$ cat config.mk
export PLATFORM = sky130hd
export DESIGN_NAME = extract_stage
export DESIGN_NICKNAME = d
export VERILOG_FILES = /design/src/common/irq_pkg.sv /design/src/common/isa_pkg.sv /design/src/common/irq_if.sv /design/src/common/mc_if.sv /design/src/hw/extract_stage.sv /design/src/hw/ins_extract_mux.sv /design/src/reglist/reglist_seq.sv /design/src/hw/irq_gate.sv
export SDC_FILE = /design/constraint.sdc
export NUM_CORES = 1
export LEC_CHECK = 0
export BUFFER_PORTS_ARGS = -buffer_cell sky130_fd_sc_hd__buf_2
export CAP_MARGIN = 40
export CORE_MARGIN = 2
export CORE_UTILIZATION = 53
export CTS_CLUSTER_DIAMETER = 60
export DETAILED_ROUTE_END_ITERATION = 10
export HOLD_SLACK_MARGIN = 0.06
export MAX_ROUTING_LAYER = met4
export PLACE_DENSITY = 0.88
export SLEW_MARGIN = 20
export SYNTH_ARGS = -nofsm -noshare
export SYNTH_HDL_FRONTEND = slang
export SYNTH_HIERARCHICAL = 1
export SYNTH_SLANG_ARGS = --single-unit
$ cat constraint.sdc
create_clock -name clk -period 2.6 [get_ports clk]
set_input_delay 0.52 -clock clk [delete_from_list [all_inputs] [get_ports clk]]
set_output_delay 0.52 -clock clk [all_outputs]
set_load 0.02 [all_outputs]
$ cat src/common/irq_pkg.sv
// Hardware interrupt level and vector types used by the interrupt gate, the mux and the testbench
package irq_pkg;

	// ==============================
	// Widths
	// ==============================

	localparam int LVL_W  = 3;
	localparam int VECT_W = 9;

	// Level zero means no request is present
	// A larger level is more urgent and may replace a pending smaller one
	typedef logic [LVL_W-1:0] irq_level_t;

	// Vector number carried into the OP_SYS payload
	typedef logic [VECT_W-1:0] irq_vect_t;

endpackage

$ cat src/common/isa_pkg.sv
// Instruction format, opcodes and field widths shared by the extract stage and its testbench
package isa_pkg;

	// ==============================
	// Field widths
	// ==============================

	localparam int OPC_W     = 7;
	localparam int PAYLOAD_W = 33;
	localparam int MASK_W    = 16;
	localparam int REG_W     = 5;
	// System function field inside an OP_SYS payload
	localparam int FN_W      = 4;

	// ==============================
	// Encodings
	// ==============================

	// OP_NOP must stay zero so that an all-zero word is a NOP
	typedef enum logic [OPC_W-1:0] {
		OP_NOP   = 7'd0,
		OP_ADD   = 7'd1,
		OP_LOAD  = 7'd2,
		OP_STORE = 7'd3,
		OP_SYS   = 7'd4,
		OP_PUSHM = 7'd5,
		OP_POPM  = 7'd6,
		OP_PUSH  = 7'd7,
		OP_POP   = 7'd8
	} opcode_t;

	typedef enum logic [FN_W-1:0] {
		FN_NONE = 4'd0,
		FN_IRQ  = 4'd1
	} sys_fn_t;

	// The payload sits above the opcode and the word is 40 bits in all
	// The payload layout depends on the opcode and is decoded by the consumer
	typedef struct packed {
		logic [PAYLOAD_W-1:0] payload;
		opcode_t              opcode;
	} instruction_t;

	localparam instruction_t NOP_INS = '{payload: '0, opcode: OP_NOP};

endpackage
$ cat src/common/irq_if.sv
// Connects the interrupt gate to the extract mux, carrying the pending request and its take strobe
`timescale 1ns/1ns

interface irq_if import irq_pkg::*; ();

	// This level is high while a request is pending in the gate
	logic hirq;

	// Level and vector of the pending request
	irq_level_t lvl;
	irq_vect_t  vect;

	// One-cycle strobe from the mux when the interrupt is injected
	logic irq_take;

	modport gate (
		output hirq,
		output lvl,
		output vect,
		input  irq_take
	);

	modport mux (
		input  hirq,
		input  lvl,
		input  vect,
		output irq_take
	);

endinterface

$ cat src/common/mc_if.sv
// Connects the register-list sequencer to the extract mux, carrying micro-ops and take strobes
`timescale 1ns/1ns

interface mc_if import isa_pkg::*; ();

	// Micro-op presented by the sequencer
	instruction_t mc_ins;

	// This level is high while mc_ins is valid and waiting to be taken
	logic mipv;

	// One-cycle strobe from the mux when the micro-op is registered downstream
	logic mc_take;

	// One-cycle strobe from the mux when the fetched instruction is registered
	logic ins_take;

	modport seq (
		output mc_ins,
		output mipv,
		input  mc_take,
		input  ins_take
	);

	modport mux (
		input  mc_ins,
		input  mipv,
		output mc_take,
		output ins_take
	);

endinterface

$ cat src/hw/extract_stage.sv
// Top level of the extract stage, joining interrupt gate, list sequencer and mux to plain ports
`timescale 1ns/1ns

module extract_stage import isa_pkg::*, irq_pkg::*; (
	input  logic         clk,
	input  logic         rst,
	input  logic         en,
	input  logic         nop,
	input  instruction_t insi,
	input  irq_level_t   irq_i,
	input  irq_vect_t    vect_i,
	output instruction_t ins,
	output logic         hold
);

	// Sequencer to mux, and gate to mux
	mc_if  mc0 ();
	irq_if irq0 ();

	// Pending interrupt request
	irq_gate u_irq_gate (
		.clk    (clk),
		.rst    (rst),
		.irq_i  (irq_i),
		.vect_i (vect_i),
		.irq    (irq0.gate)
	);

	// Register-list expansion
	reglist_seq u_reglist_seq (
		.clk  (clk),
		.rst  (rst),
		.insi (insi),
		.mc   (mc0.seq)
	);

	// Priority choice and output register
	ins_extract_mux u_ins_extract_mux (
		.clk  (clk),
		.rst  (rst),
		.en   (en),
		.nop  (nop),
		.insi (insi),
		.mc   (mc0.mux),
		.irq  (irq0.mux),
		.ins  (ins)
	);

	// Fetch must keep insi steady while micro-ops are pending
	assign hold = mc0.mipv;

endmodule

$ cat src/hw/ins_extract_mux.sv
// Picks interrupt, micro-op, NOP or fetched instruction by fixed priority and registers the choice
`timescale 1ns/1ns

module ins_extract_mux import isa_pkg::*, irq_pkg::*; (
	input  logic         clk,
	input  logic         rst,
	input  logic         en,
	input  logic         nop,
	input  instruction_t insi,
	mc_if.mux            mc,
	irq_if.mux           irq,
	output instruction_t ins
);

	instruction_t irq_ins;
	instruction_t ins_nxt;

	// ==============================
	// Interrupt instruction
	// ==============================

	// OP_SYS payload from the top is zero padding, function, a zero bit, vector and level
	always_comb begin
		irq_ins.opcode  = OP_SYS;
		irq_ins.payload = {{(PAYLOAD_W - FN_W - 1 - VECT_W - LVL_W){1'b0}},
			FN_IRQ, 1'b0, irq.vect, irq.lvl};
	end

	// ==============================
	// Priority and take strobes
	// ==============================

	// Priority is decided here only and the gate and sequencer just obey the strobes
	always_comb begin
		irq.irq_take = en & irq.hirq;
		mc.mc_take   = en & ~irq.hirq & mc.mipv;
		mc.ins_take  = en & ~irq.hirq & ~mc.mipv & ~nop;
	end

	// Interrupt first, then micro-op, then a forced NOP, else the fetched word
	always_comb begin
		if (irq.hirq)
			ins_nxt = irq_ins;
		else if (mc.mipv)
			ins_nxt = mc.mc_ins;
		else if (nop)
			ins_nxt = NOP_INS;
		else
			ins_nxt = insi;
	end

	// Latency is one cycle and the output holds while en is low
	always_ff @(posedge clk) begin
		if (rst)
			ins <= NOP_INS;
		else if (en)
			ins <= ins_nxt;
	end

endmodule

$ cat src/reglist/reglist_seq.sv
// Expands PUSHM and POPM register lists into single PUSH or POP micro-ops in ascending order
`timescale 1ns/1ns

module reglist_seq import isa_pkg::*; (
	input  logic         clk,
	input  logic         rst,
	input  instruction_t insi,
	mc_if.seq            mc
);

	typedef enum logic [0:0] {
		SEQ_IDLE   = 1'b0,
		SEQ_EXPAND = 1'b1
	} seq_state_t;

	seq_state_t        state_q;
	logic [MASK_W-1:0] mask_q;
	logic [MASK_W-1:0] mask_nxt;
	logic [MASK_W-1:0] mask_in;
	logic              pop_q;
	logic              is_list;
	logic              start;
	logic [REG_W-1:0]  low_reg;

	// ==============================
	// Decode of the taken instruction
	// ==============================

	assign mask_in = insi.payload[MASK_W-1:0];
	assign is_list = (insi.opcode == OP_PUSHM) || (insi.opcode == OP_POPM);

	// A zero mask passes downstream alone and starts nothing
	assign start = mc.ins_take && is_list && (mask_in != '0);

	// ==============================
	// Lowest set register
	// ==============================

	// Scan from the top so the lowest set bit wins
	always_comb begin
		low_reg = '0;
		for (int i = MASK_W - 1; i >= 0; i--) begin
			if (mask_q[i])
				low_reg = REG_W'(i);
		end
	end

	// Clearing the lowest set bit leaves the registers still to go
	assign mask_nxt = mask_q & (mask_q - 1'b1);

	// ==============================
	// State machine
	// ==============================

	always_ff @(posedge clk) begin
		if (rst) begin
			state_q <= SEQ_IDLE;
		end else begin
			case (state_q)
				SEQ_IDLE: begin
					if (start)
						state_q <= SEQ_EXPAND;
				end
				SEQ_EXPAND: begin
					// Leave at the edge that takes the last register
					if (mc.mc_take && (mask_nxt == '0))
						state_q <= SEQ_IDLE;
				end
				default: state_q <= SEQ_IDLE;
			endcase
		end
	end

	// Mask and direction load on the list instruction and shrink on each take
	always_ff @(posedge clk) begin
		if (start) begin
			mask_q <= mask_in;
			pop_q  <= (insi.opcode == OP_POPM);
		end else if (mc.mc_take) begin
			mask_q <= mask_nxt;
		end
	end

	// The micro-op names the lowest remaining register in its low payload bits
	always_comb begin
		mc.mc_ins.opcode  = pop_q ? OP_POP : OP_PUSH;
		mc.mc_ins.payload = {{(PAYLOAD_W - REG_W){1'b0}}, low_reg};
	end

	// The micro-op stays valid for the whole expansion and this also holds fetch
	assign mc.mipv = (state_q == SEQ_EXPAND);

endmodule

$ cat src/hw/irq_gate.sv
// Latches one hardware interrupt request and holds it until the extract mux injects it
`timescale 1ns/1ns

module irq_gate import irq_pkg::*; (
	input  logic       clk,
	input  logic       rst,
	input  irq_level_t irq_i,
	input  irq_vect_t  vect_i,
	irq_if.gate        irq
);

	logic       pend;
	irq_level_t lvl_q;
	irq_vect_t  vect_q;
	logic       accept;

	// A request is taken if nothing is pending or if it outranks the pending one
	// A lower or equal arrival is dropped, also in the cycle of an injection
	assign accept = (irq_i != '0) && (!pend || (irq_i > lvl_q));

	// The pending flag is the only control state here
	always_ff @(posedge clk) begin
		if (rst)
			pend <= 1'b0;
		else if (accept)
			pend <= 1'b1;
		else if (irq.irq_take)
			pend <= 1'b0;
	end

	// Level and vector follow the accepted request
	always_ff @(posedge clk) begin
		if (accept) begin
			lvl_q  <= irq_i;
			vect_q <= vect_i;
		end
	end

	// Outputs come straight from the registers, so hirq rises the cycle after latching
	assign irq.hirq = pend;
	assign irq.lvl  = lvl_q;
	assign irq.vect = vect_q;

endmodule

==> impl_results.md, run 1 <==
- Yosys cell types: 52
- Global-route total usage across every layer: approximately a quarter
- TNS Setup: 0 ns
- Vias per cell: 5.66
- Fin. max-slew vios: 0
- Post-DP HPWL: 6190 um
- Worst EP required: 2.86 ns
- Static leakage: 0.00178 uW
- Max cap viols: 0
- Post-synth top cells: dfxtp_1, nor2_1, buf_4, nand2_1, edfxtp_1
- Reg power frac: a little over half
- Pin count of the biggest net entering global routing: 43
- Fin util: 62.0%
- I/O Pins: 97
- Clk pwr share: between 30% and 40%
- Ranking of synthesized cells by area: edfxtp_1, dfxtp_1, buf_4
- Synthesis-stage register bit count: 71
- Slowest CP cell: nor4_1
- Synth top area share: 24.0%
- Mapped Cells: 370
- Post-synth EDFFs: 29
- Final Cell Area: 4170 um2
- Die area: between 7000 and 8000 um2
- Crit end category: flop
- Combinational power share: between 10% and 20%
- Total iterations of the first detailed-routing run: 6
- Post-synthesis sequential area ratio: 47.1%
- Cell Area, Synth: approximately 3600 um2
- Shortest period the worst path allows: 2.06 ns
- Wire per inst: 15.8 um
- Clock transition at the registers of the reported paths: ~0.07 ns
- GR Overflow Total: 0
- Fmax: 485 MHz
- First-pass GRT wire length: 13600 um
- Crit-path cells: nor4_1, o41ai_1, a21oi_1, nand3b_1, a31o_2, a21oi_1
- Pwr Density: approximately 560 nW/um2
- CP peak stage delay: 0.55 ns
- Share of post-route cells with drive strength above 1: 30.2%
- Routed WL: 8540 um
- DRC Markers: 0
- Synth Flop Type: dfxtp_1
- Int Power: 1740 uW
- Async SR Flop Fraction: 0%
- NetSw: 586 uW
- CTS Hold Bufs: 0
- CTS Buf Count: 9
- Peak supply drop: 0.461 mV
- WS Path Type: flop to flop
- H-tree Lvls: 3
- Slew @ Worst Pin: around 0.8 ns
- Skew final: roughly 0.011 ns
- 1st-iter DRT viols: 360
- GPL Wtd Cong: 0.840
- CP max FO: 6
- Placed inst area: approximately 4000 um2
- Port-buffer cells: 96
- Worst path arrival time: 2.32 ns
- Post-DRT Antenna Nets: 0
- Ant. Diodes: 0
- Status: finished clean
- Vias in the first global route: 2975
- Max clock buf depth: 2
- Final nets: between 500 and 600
- Avg Inst Size Synth: between 9 and 10 um2
- # Post-CTS Setup Buffers: 0
- Via count: 3061
- Initial antenna violation count: 0
- Most frequent cell after synthesis: dfxtp_1
- Final setup fails: 0
- Die Width: 86.8 um
- Skew-Pair Late Insertion Delay: around 0.34 ns
- Cts repair resizes: 0
- Initial Util: 54.1%
- Slew HR: 46.1%
- Synth warnings: 6
- Fin. Hold Viols: 0
- Sw frac: 25.2%
- CTS tree: done
- Core area: between 6000 and 7000 um2
- Crit-path most repeated cell: a21oi_1
- RSZ-0062 raised after global routing: false
- Top cell type by total area after synthesis: edfxtp_1
- Final period utilization: 79.3%
- Root Buffer: clkbuf_8
- Hold/Removal Path Class: input pin to flop
- Clock sinks: 71
- Row count: 30
- Die H: approximately 87 um
- Startpoint Class: flop
- Area Overhead vs Synth: 14.7%
-- area by class of cell --
class                      count  area, um2
multi-input combinational    260       1610
fill                         555       2550
clock inverter                 1       5.00
inverter                      11       41.3
clock buffer                  15        166
timing repair buffer         103        533
tap                           80        100
sequential                    71       1710
-- worst max-delay path: cells and delay by family, from the launching register on --
kind,cells,cell delay (ns)
compound gates,4,0.85
flops,1,0.47
simple gates,2,0.67
-- cell families after synthesis --
group	after synthesis	share of synthesized area (%)
and+or+nand+nor	126	18.1
DFF	71	47.1
AOI/OAI and AO/OA	96	21.1
other	1	0.103
xor gates and xnor gates	1	0.241
adders and majority gates	5	1.58
buffers and inverters	70	11.8
-- layout by cell type, fill, tap and decap left out, drive strengths merged, types with 3 or more instances in the layout --
master,netlist,routed
nand3b,5,5
nand3,9,9
inv,11,11
a31o,5,5
o21ai,15,15
dfxtp,42,42
and3b,3,3
nand2b,4,4
nor2,40,40
buf,47,103
o211ai,3,3
conb,1,32
a222oi,26,26
nand4,3,3
edfxtp,29,29
a21oi,19,19
nand2,37,37
a22oi,14,14
clkbuf,12,15
nor4,8,8
ha,3,3
nor3,9,9
-- sequential cells by signal, summed over array words and instances (netlist names) --
name / count
u_ins_extract_mux/ins: 40
u_irq_gate/irq.hirq: 1
u_reglist_seq/mc.mipv: 1
u_irq_gate/irq.vect: 9
u_irq_gate/irq.lvl: 3
u_reglist_seq/mask_q: 16
u_reglist_seq/pop_q: 1
-- path summary, 6_finish.rpt --
check / start / endpoint / slack, ns / cells after the start
setup / recovery: u_reglist_seq/mask_q[10] / u_ins_extract_mux/ins[9] / 0.54 / 6
hold / removal: vect_i[1] / u_irq_gate/irq.vect[1] / 0.35 / 1
setup reg to reg: u_reglist_seq/mask_q[10] / u_ins_extract_mux/ins[9] / 0.54 / 6
hold reg to reg: u_ins_extract_mux/ins[0] / u_ins_extract_mux/ins[0] / 0.52 / 2
-- stage by stage --
stage | power, uW | hold slack [ns] | std cells | worst slack [ns]
6_report | 2330 | 0.354 | 541 | 0.539
4_1_cts | 2340 | 0.339 | 541 | 0.563
2_1_floorplan | 1490 | 0.491 | 401 | 0.364
3_5_place_dp | 1580 | 0.511 | 525 | 0.367
3_3_place_gp | 1570 | 0.499 | 525 | 0.445
5_1_grt | 2420 | 0.334 | 541 | 0.407
-- power by group through the flow --
stage / Combinational, uW / Clock, uW / Sequential [uW]
after global routing: 340 / 828 / 1250
after global placement: 300 / 0 / 1270
after detailed placement: 309 / 0 / 1270
after floorplan: 186 / 0 / 1310
after CTS: 310 / 782 / 1250
final: 313 / 769 / 1250
-- per-layer routing --
metal / GRT usage (%) / vias to the layer above / share of wire (%)
li1: - / 1494 / -
met1: 27.7 / 1456 / 42
met5: - / - / 0
met4: 9.09 / 0 / 1.6
met3: 7.14 / 14 / 5.6
met2: 38.4 / 97 / 51
No activity file was read; power rests on OpenSTA's default activity.
==> run 2: changes to the inputs <==
Settings changed: ABC_AREA from default to 1, CORE_UTILIZATION 53 to 55, PLACE_DENSITY 0.88 to 0.89.
Clock period 2.6 ns to 2 ns, I/O delays scaled along.
==> run 2 against run 1 <==
- combinational power increased by 59%
- critical path type unchanged
- count of clock-buffer cells in the layout decreased by 4
- sequential power increased by 30%
- final area increased by 16%
- power increased by 45%
- routed wire length increased by 19%
- first-iteration DRC count decreased by 8.1%
- critical path depth increased by 5
- register-to-register slack got worse by 0.33 ns
- synthesized cell count increased by 62%
- clock power increased by 63%
- non-clock buffer count increased by 8
==> impl_results.md, run 2 <==
- Mapped Cells: 600
- Hold/Removal Path Class: input pin to flop
- Fin. Hold Viols: 0
- Die H: 92.0 um
- GR Overflow Total: 0
- Clk pwr share: 37.2%
- Post-synth top cells: nand2_1, nor2_1, inv_1
- Final Cell Area: 4860 um2
- Cell Area, Synth: 4260 um2
- CTS tree: done
- Fin. max-slew vios: 0
- Max cap viols: 0
- Ant. Diodes: 0
- Max layer used: met4
- Largest Register: u_ins_extract_mux/ins
- Initial Util: 56.0%
- Port-buffer cells: between 90 and 100
- Static leakage: 0.00261 uW
- Post-synth EDFFs: 29
- Reg power frac: 48.0%
- CTS Buf Count: 9
- Final setup fails: 0
- Max clock buf depth: 2
- Met2 wire len: 4730 um
- Async SR Flop Fraction: 0%
- Post-synthesis sequential area ratio: between 40% and 50%
- Skew final: 0.0106 ns
- Yosys cell types: 38
- Die area: 8460 um2
- Pin count of the biggest net entering global routing: 42
- Total iterations of the first detailed-routing run: 5
- Startpoint Class: flop
- I/O Pins: 97
- Die Width: roughly 92 um
- Shortest period the worst path allows: 1.80 ns
- Initial antenna violation count: 0
- Row count: 32
- Peak supply drop: 0.510 mV
- Ranking of synthesized cells by area: edfxtp_1, dfxtp_1, nand2_1
- Area Overhead vs Synth: 14.0%
- Fillers: 684
- Status: finished clean
- Root Buffer: clkbuf_8
- Clock transition at the registers of the reported paths: 0.07 ns
- Crit end category: flop
- TNS Setup: 0 ns
- Wire per inst: 12.8 um
- Global-route total usage across every layer: about a quarter
- Skew-Pair Late Insertion Delay: between 0.3 and 0.4 ns
- Final period utilization: ~90%
- Int Power: 2480 uW
- Final nets: 745
- Placed inst area: 4640 um2
- Worst path arrival time: around 2.1 ns
- DRC Markers: 0
- Routed WL: 10200 um
- Max FFs per register: 40
- Post-DRT Antenna Nets: 0
- Synthesis-stage register bit count: 71
- Combinational power share: 14.8%
- RSZ-0062 raised after global routing: false
- WS Path Type: flop to flop
- Commonest non-fill, non-tap cell in the layout: nand2_1
- Avg Inst Size Synth: 7.10 um2
- Vias in the first global route: 3726
- Core area: approximately 7600 um2
- First-pass GRT wire length: around 17000 um
- Synth top area share: 20.5%
- Sw frac: 26.6%
- Fmax: 557 MHz
- NetSw: 896 uW
- Synth Flop Type: dfxtp_1
- Post-DP HPWL: 7350 um
- Worst EP required: 2.29 ns
- Synth warnings: 6
- Fin util: 63.8%
- GPL Wtd Cong: 0.889
- Share of post-route cells with drive strength above 1: 20.5%
- 1st-iter DRT viols: 331
- CP max FO: 4
- CTS Hold Bufs: 0
- Most frequent cell after synthesis: nand2_1
- Pwr Density: 695 nW/um2
- Routed met1 length: 4540 um
- H-tree Lvls: 3
- Top cell type by total area after synthesis: edfxtp_1
- Clock sinks: 71
- Metal3 WL: approximately 650 um
- Commonest non-fill, non-tap cells in the layout: nand2_1, buf_2, nor2_1
- Vias per cell: between 4 and 5
- Via count: approximately 3900
## run 2: changes by cell type after synthesis, moves of 6 or more
cell	delta
nand2_1	+112
inv_1	+71
nor2_1	+47
nand3_1	+37
nand4_1	+36
a222oi_1	-26
a21oi_1	-10
a22oi_1	-10
buf_4	+8
clkbuf_1	-6
## run 2: final timing paths
check	slack (ns)	endpoint	cells after the start	start
worst min register to register	0.55	u_ins_extract_mux/ins[2]	2	u_ins_extract_mux/ins[2]
worst max register to register	0.20	u_ins_extract_mux/ins[10]	11	u_reglist_seq/mask_q[1]
worst max-delay path	0.20	u_ins_extract_mux/ins[10]	11	u_reglist_seq/mask_q[1]
worst min-delay path	0.23	u_irq_gate/irq.vect[8]	1	vect_i[8]
## run 2: stage by stage
| step | setup slack [ns] | power [uW] | hold slack (ns) | instances |
|---|---|---|---|---|
| 2_1_floorplan | 0.103 | 2020 | 0.462 | 631 |
| 3_3_place_gp | 0.0927 | 2120 | 0.519 | 777 |
| 3_5_place_dp | 0.0725 | 2150 | 0.529 | 777 |
| 4_1_cts | 0.168 | 3390 | 0.218 | 793 |
| 5_1_grt | 0.0302 | 3530 | 0.213 | 793 |
| 6_report | 0.204 | 3370 | 0.226 | 793 |
## run 2: metal layers
metal / vias up / track usage [%]
li1: 2013 / -
met1: 1734 / 32.4
met2: 139 / 41.2
met3: 22 / 5.01
met4: 0 / 10.9
met5: - / -
## run 2: area by class of cell
type	count	area, um2	share of cell area [%]
timing repair buffer	111	593	12.2
clock buffer	11	141	2.91
multi-input combinational	409	1890	39.0
sequential	71	1710	35.3
inverter	84	318	6.54
tap	102	128	2.63
clock inverter	5	71.3	1.47
## run 2: cell families after synthesis
| kind of cell | Yosys count | synth area share, % |
|---|---|---|
| DFF | 71 | 40.2 |
| adders and majority gates | 3 | 0.882 |
| buffers and inverters | 151 | 18.1 |
| AOI/OAI and AO/OA | 33 | 4.64 |
| other | 1 | 0.0881 |
| and+or+nand+nor | 341 | 36.1 |
## run 2: power by group through the flow
stage / clock (uW) / sequential [uW] / combinational (uW)
2_1_floorplan: 0 / 1690 / 328
3_3_place_gp: 0 / 1650 / 475
3_5_place_dp: 0 / 1650 / 494
4_1_cts: 1270 / 1620 / 497
5_1_grt: 1340 / 1630 / 560
6_report: 1250 / 1620 / 499
## run 2: timing repair
action | CTS | global route
resized for setup | 0 | 1
endpoints found under the setup margin | 0 | 1
setup buffers | 0 | 0
## run 2: worst max-delay path, cell delays in order, from the launching register on
cell      delay [ns]
edfxtp_1        0.43
nor2_2          0.19
nand2_2         0.10
nor2_4          0.11
nand3_2         0.11
nor2_4          0.13
inv_1           0.09
a31oi_1         0.22
nand4_1         0.14
nand3_1         0.12
nand2_1         0.05
inv_1           0.05
==> run 3: changes to the inputs <==
Settings changed: BUFFER_PORTS_ARGS -buffer_cell sky130_fd_sc_hd__buf_2 to default, CORE_UTILIZATION 55 to 64, DONT_BUFFER_PORTS from default to 1, PLACE_DENSITY 0.89 to 0.88, REMOVE_ABC_BUFFERS from default to 1.
==> run 3 against run 2 <==
- routed wire length shrank 7.7%
- critical path depth shrank 2
- fmax shrank 3.0%
- sequential share of layout area is 5.0 points higher
- register-to-register slack lost 0.05 ns
- core utilization is 2.8 points higher
- sequential power rose by 4%
- flip-flop and latch count did not move
- largest cell class unchanged
- largest power group unchanged
==> impl_results.md, run 3 (same netlist as run 2, synthesis figures left out) <==
- Status: finished clean
- Root Buffer: clkbuf_8
- Slew HR: 62.8%
- Clock transition at the registers of the reported paths: 0.07 ns
- Final setup fails: 0
- Final period utilization: 92.5%
- Die H: 85.6 um
- # Post-CTS Setup Buffers: 0
- Max FFs per register: 40
- Cts repair resizes: 0
- Die area: 7320 um2
- Max clock buf depth: 2
- Skew final: 0.00742 ns
- CP max FO: 4
- Initial Util: 66.7%
- WS Path Type: flop to flop
- Commonest non-fill, non-tap cells in the layout: nand2_1, nor2_1, inv_1
- CTS tree: done
- Post-DRT Antenna Nets: 0
- GPL Wtd Cong: 0.934
- Shortest period the worst path allows: 1.85 ns
- H-tree Lvls: 3
- Routed WL: 9380 um
- Static leakage: 0.00213 uW
- Initial antenna violation count: 0
- Sw frac: 26.7%
- Startpoint Class: flop
- Pin count of the biggest net entering global routing: 55
- Final nets: 642
- Total Power: 2990 uW
- Fmax: 540 MHz
- Core area: ~6400 um2
- WHS: between 0.1 and 0.15 ns
- Fin. Hold Viols: 0
- DRC Markers: 0
- GR Overflow Total: 0
- Commonest non-fill, non-tap cell in the layout: nand2_1
- CTS Hold Bufs: 0
- Crit end category: flop
- 1st-iter DRT viols: 320
- Int Power: 2190 uW
- Pre-CTS setup slack: around 0.094 ns
- Clk pwr share: 33.7%
- Max layer used: met4
- Worst path arrival time: approximately 1.9 ns
- Total iterations of the first detailed-routing run: 5
- Clock sinks: 71
- Ant. Diodes: 0
- Die Width: 85.6 um
- Vias in the first global route: 3382
- Skew-Pair Late Insertion Delay: 0.34 ns
- Port-buffer cells: 0
- Reg power frac: around 56%
- Peak supply drop: slightly below 0.5 mV
- Via count: 3572
- Combinational power share: 10.2%
- Max cap viols: 0
- Slew @ Worst Pin: approximately 0.56 ns
- Hold/Removal Path Class: input pin to flop
- Fin. max-slew vios: 0
- NetSw: 797 uW
- Routed met1 length: 3800 um
- RSZ-0062 raised after global routing: false
- Pwr Density: 702 nW/um2
- Metal3 WL: 807 um
- Share of post-route cells with drive strength above 1: 7.14%
- First-pass GRT wire length: 15300 um
- Area Overhead vs Synth: -0.0882%
- Fillers: 540
- CTS Buf Count: 9
- Row count: 29
- Min setup slack post-route: 0.150 ns
- I/O Pins: 97
- Global-route total usage across every layer: a little over a quarter
- Worst EP required: 2.09 ns
- Largest Register: u_ins_extract_mux/ins
- Vias per cell: 5.37
- Wire per inst: roughly 14 um
- Met2 wire len: about 4400 um
- Post-DP HPWL: 6640 um
## run 3: cell type report
cell class | count | area (um2) | area share, %
multi-input cells | 409 | 1890 | 44.5
flip-flops and latches | 71 | 1710 | 40.3
inverters | 84 | 318 | 7.47
clock buffers | 12 | 155 | 3.65
well taps | 77 | 96.3 | 2.26
repair buffers | 8 | 60.1 | 1.41
clock inverters | 4 | 20.0 | 0.471
## run 3: worst paths after layout
check,from,end,slack (ns),cells after the start
setup / recovery,u_reglist_seq/mask_q[1],u_reglist_seq/mask_q[15],0.15,9
hold / removal,rst,u_ins_extract_mux/ins[33],0.12,1
setup reg to reg,u_reglist_seq/mask_q[1],u_reglist_seq/mask_q[15],0.15,9
hold reg to reg,u_reglist_seq/pop_q,u_ins_extract_mux/ins[2],0.63,3
## run 3: through the flow
stage	TNS (ns)	util, %	cell area (um2)	instances
floorplan	-16.63	-	3920	564
finish	0	66.6	4250	665
global placement	0	63.9	4080	649
detailed placement	0	63.9	4080	649
CTS	0	66.6	4250	665
global route	0	66.6	4250	665
## run 3: layer usage
layer	global-route usage, %	up-vias
met1	31.8	1583
met5	-	-
met4	13.9	0
met3	7.03	32
li1	-	1804
met2	43.7	153
## run 3: power by group through the flow
stage / Combinational, uW / Sequential (uW) / Clock, uW
finish: 303 / 1680 / 1010
global route: 349 / 1680 / 1090
CTS: 299 / 1680 / 1020
detailed placement: 297 / 1710 / 0
global placement: 284 / 1710 / 0
floorplan: 217 / 1700 / 0
## run 3: worst max-delay path: stages, from the launching register on
cell      delay, ns
edfxtp_1       0.42
nor2_2         0.18
nand2_2        0.09
nor2_4         0.11
nand3_2        0.10
nor2_4         0.13
nand3_1        0.12
o21a_1         0.24
nand2_1        0.12
nand2_1        0.07
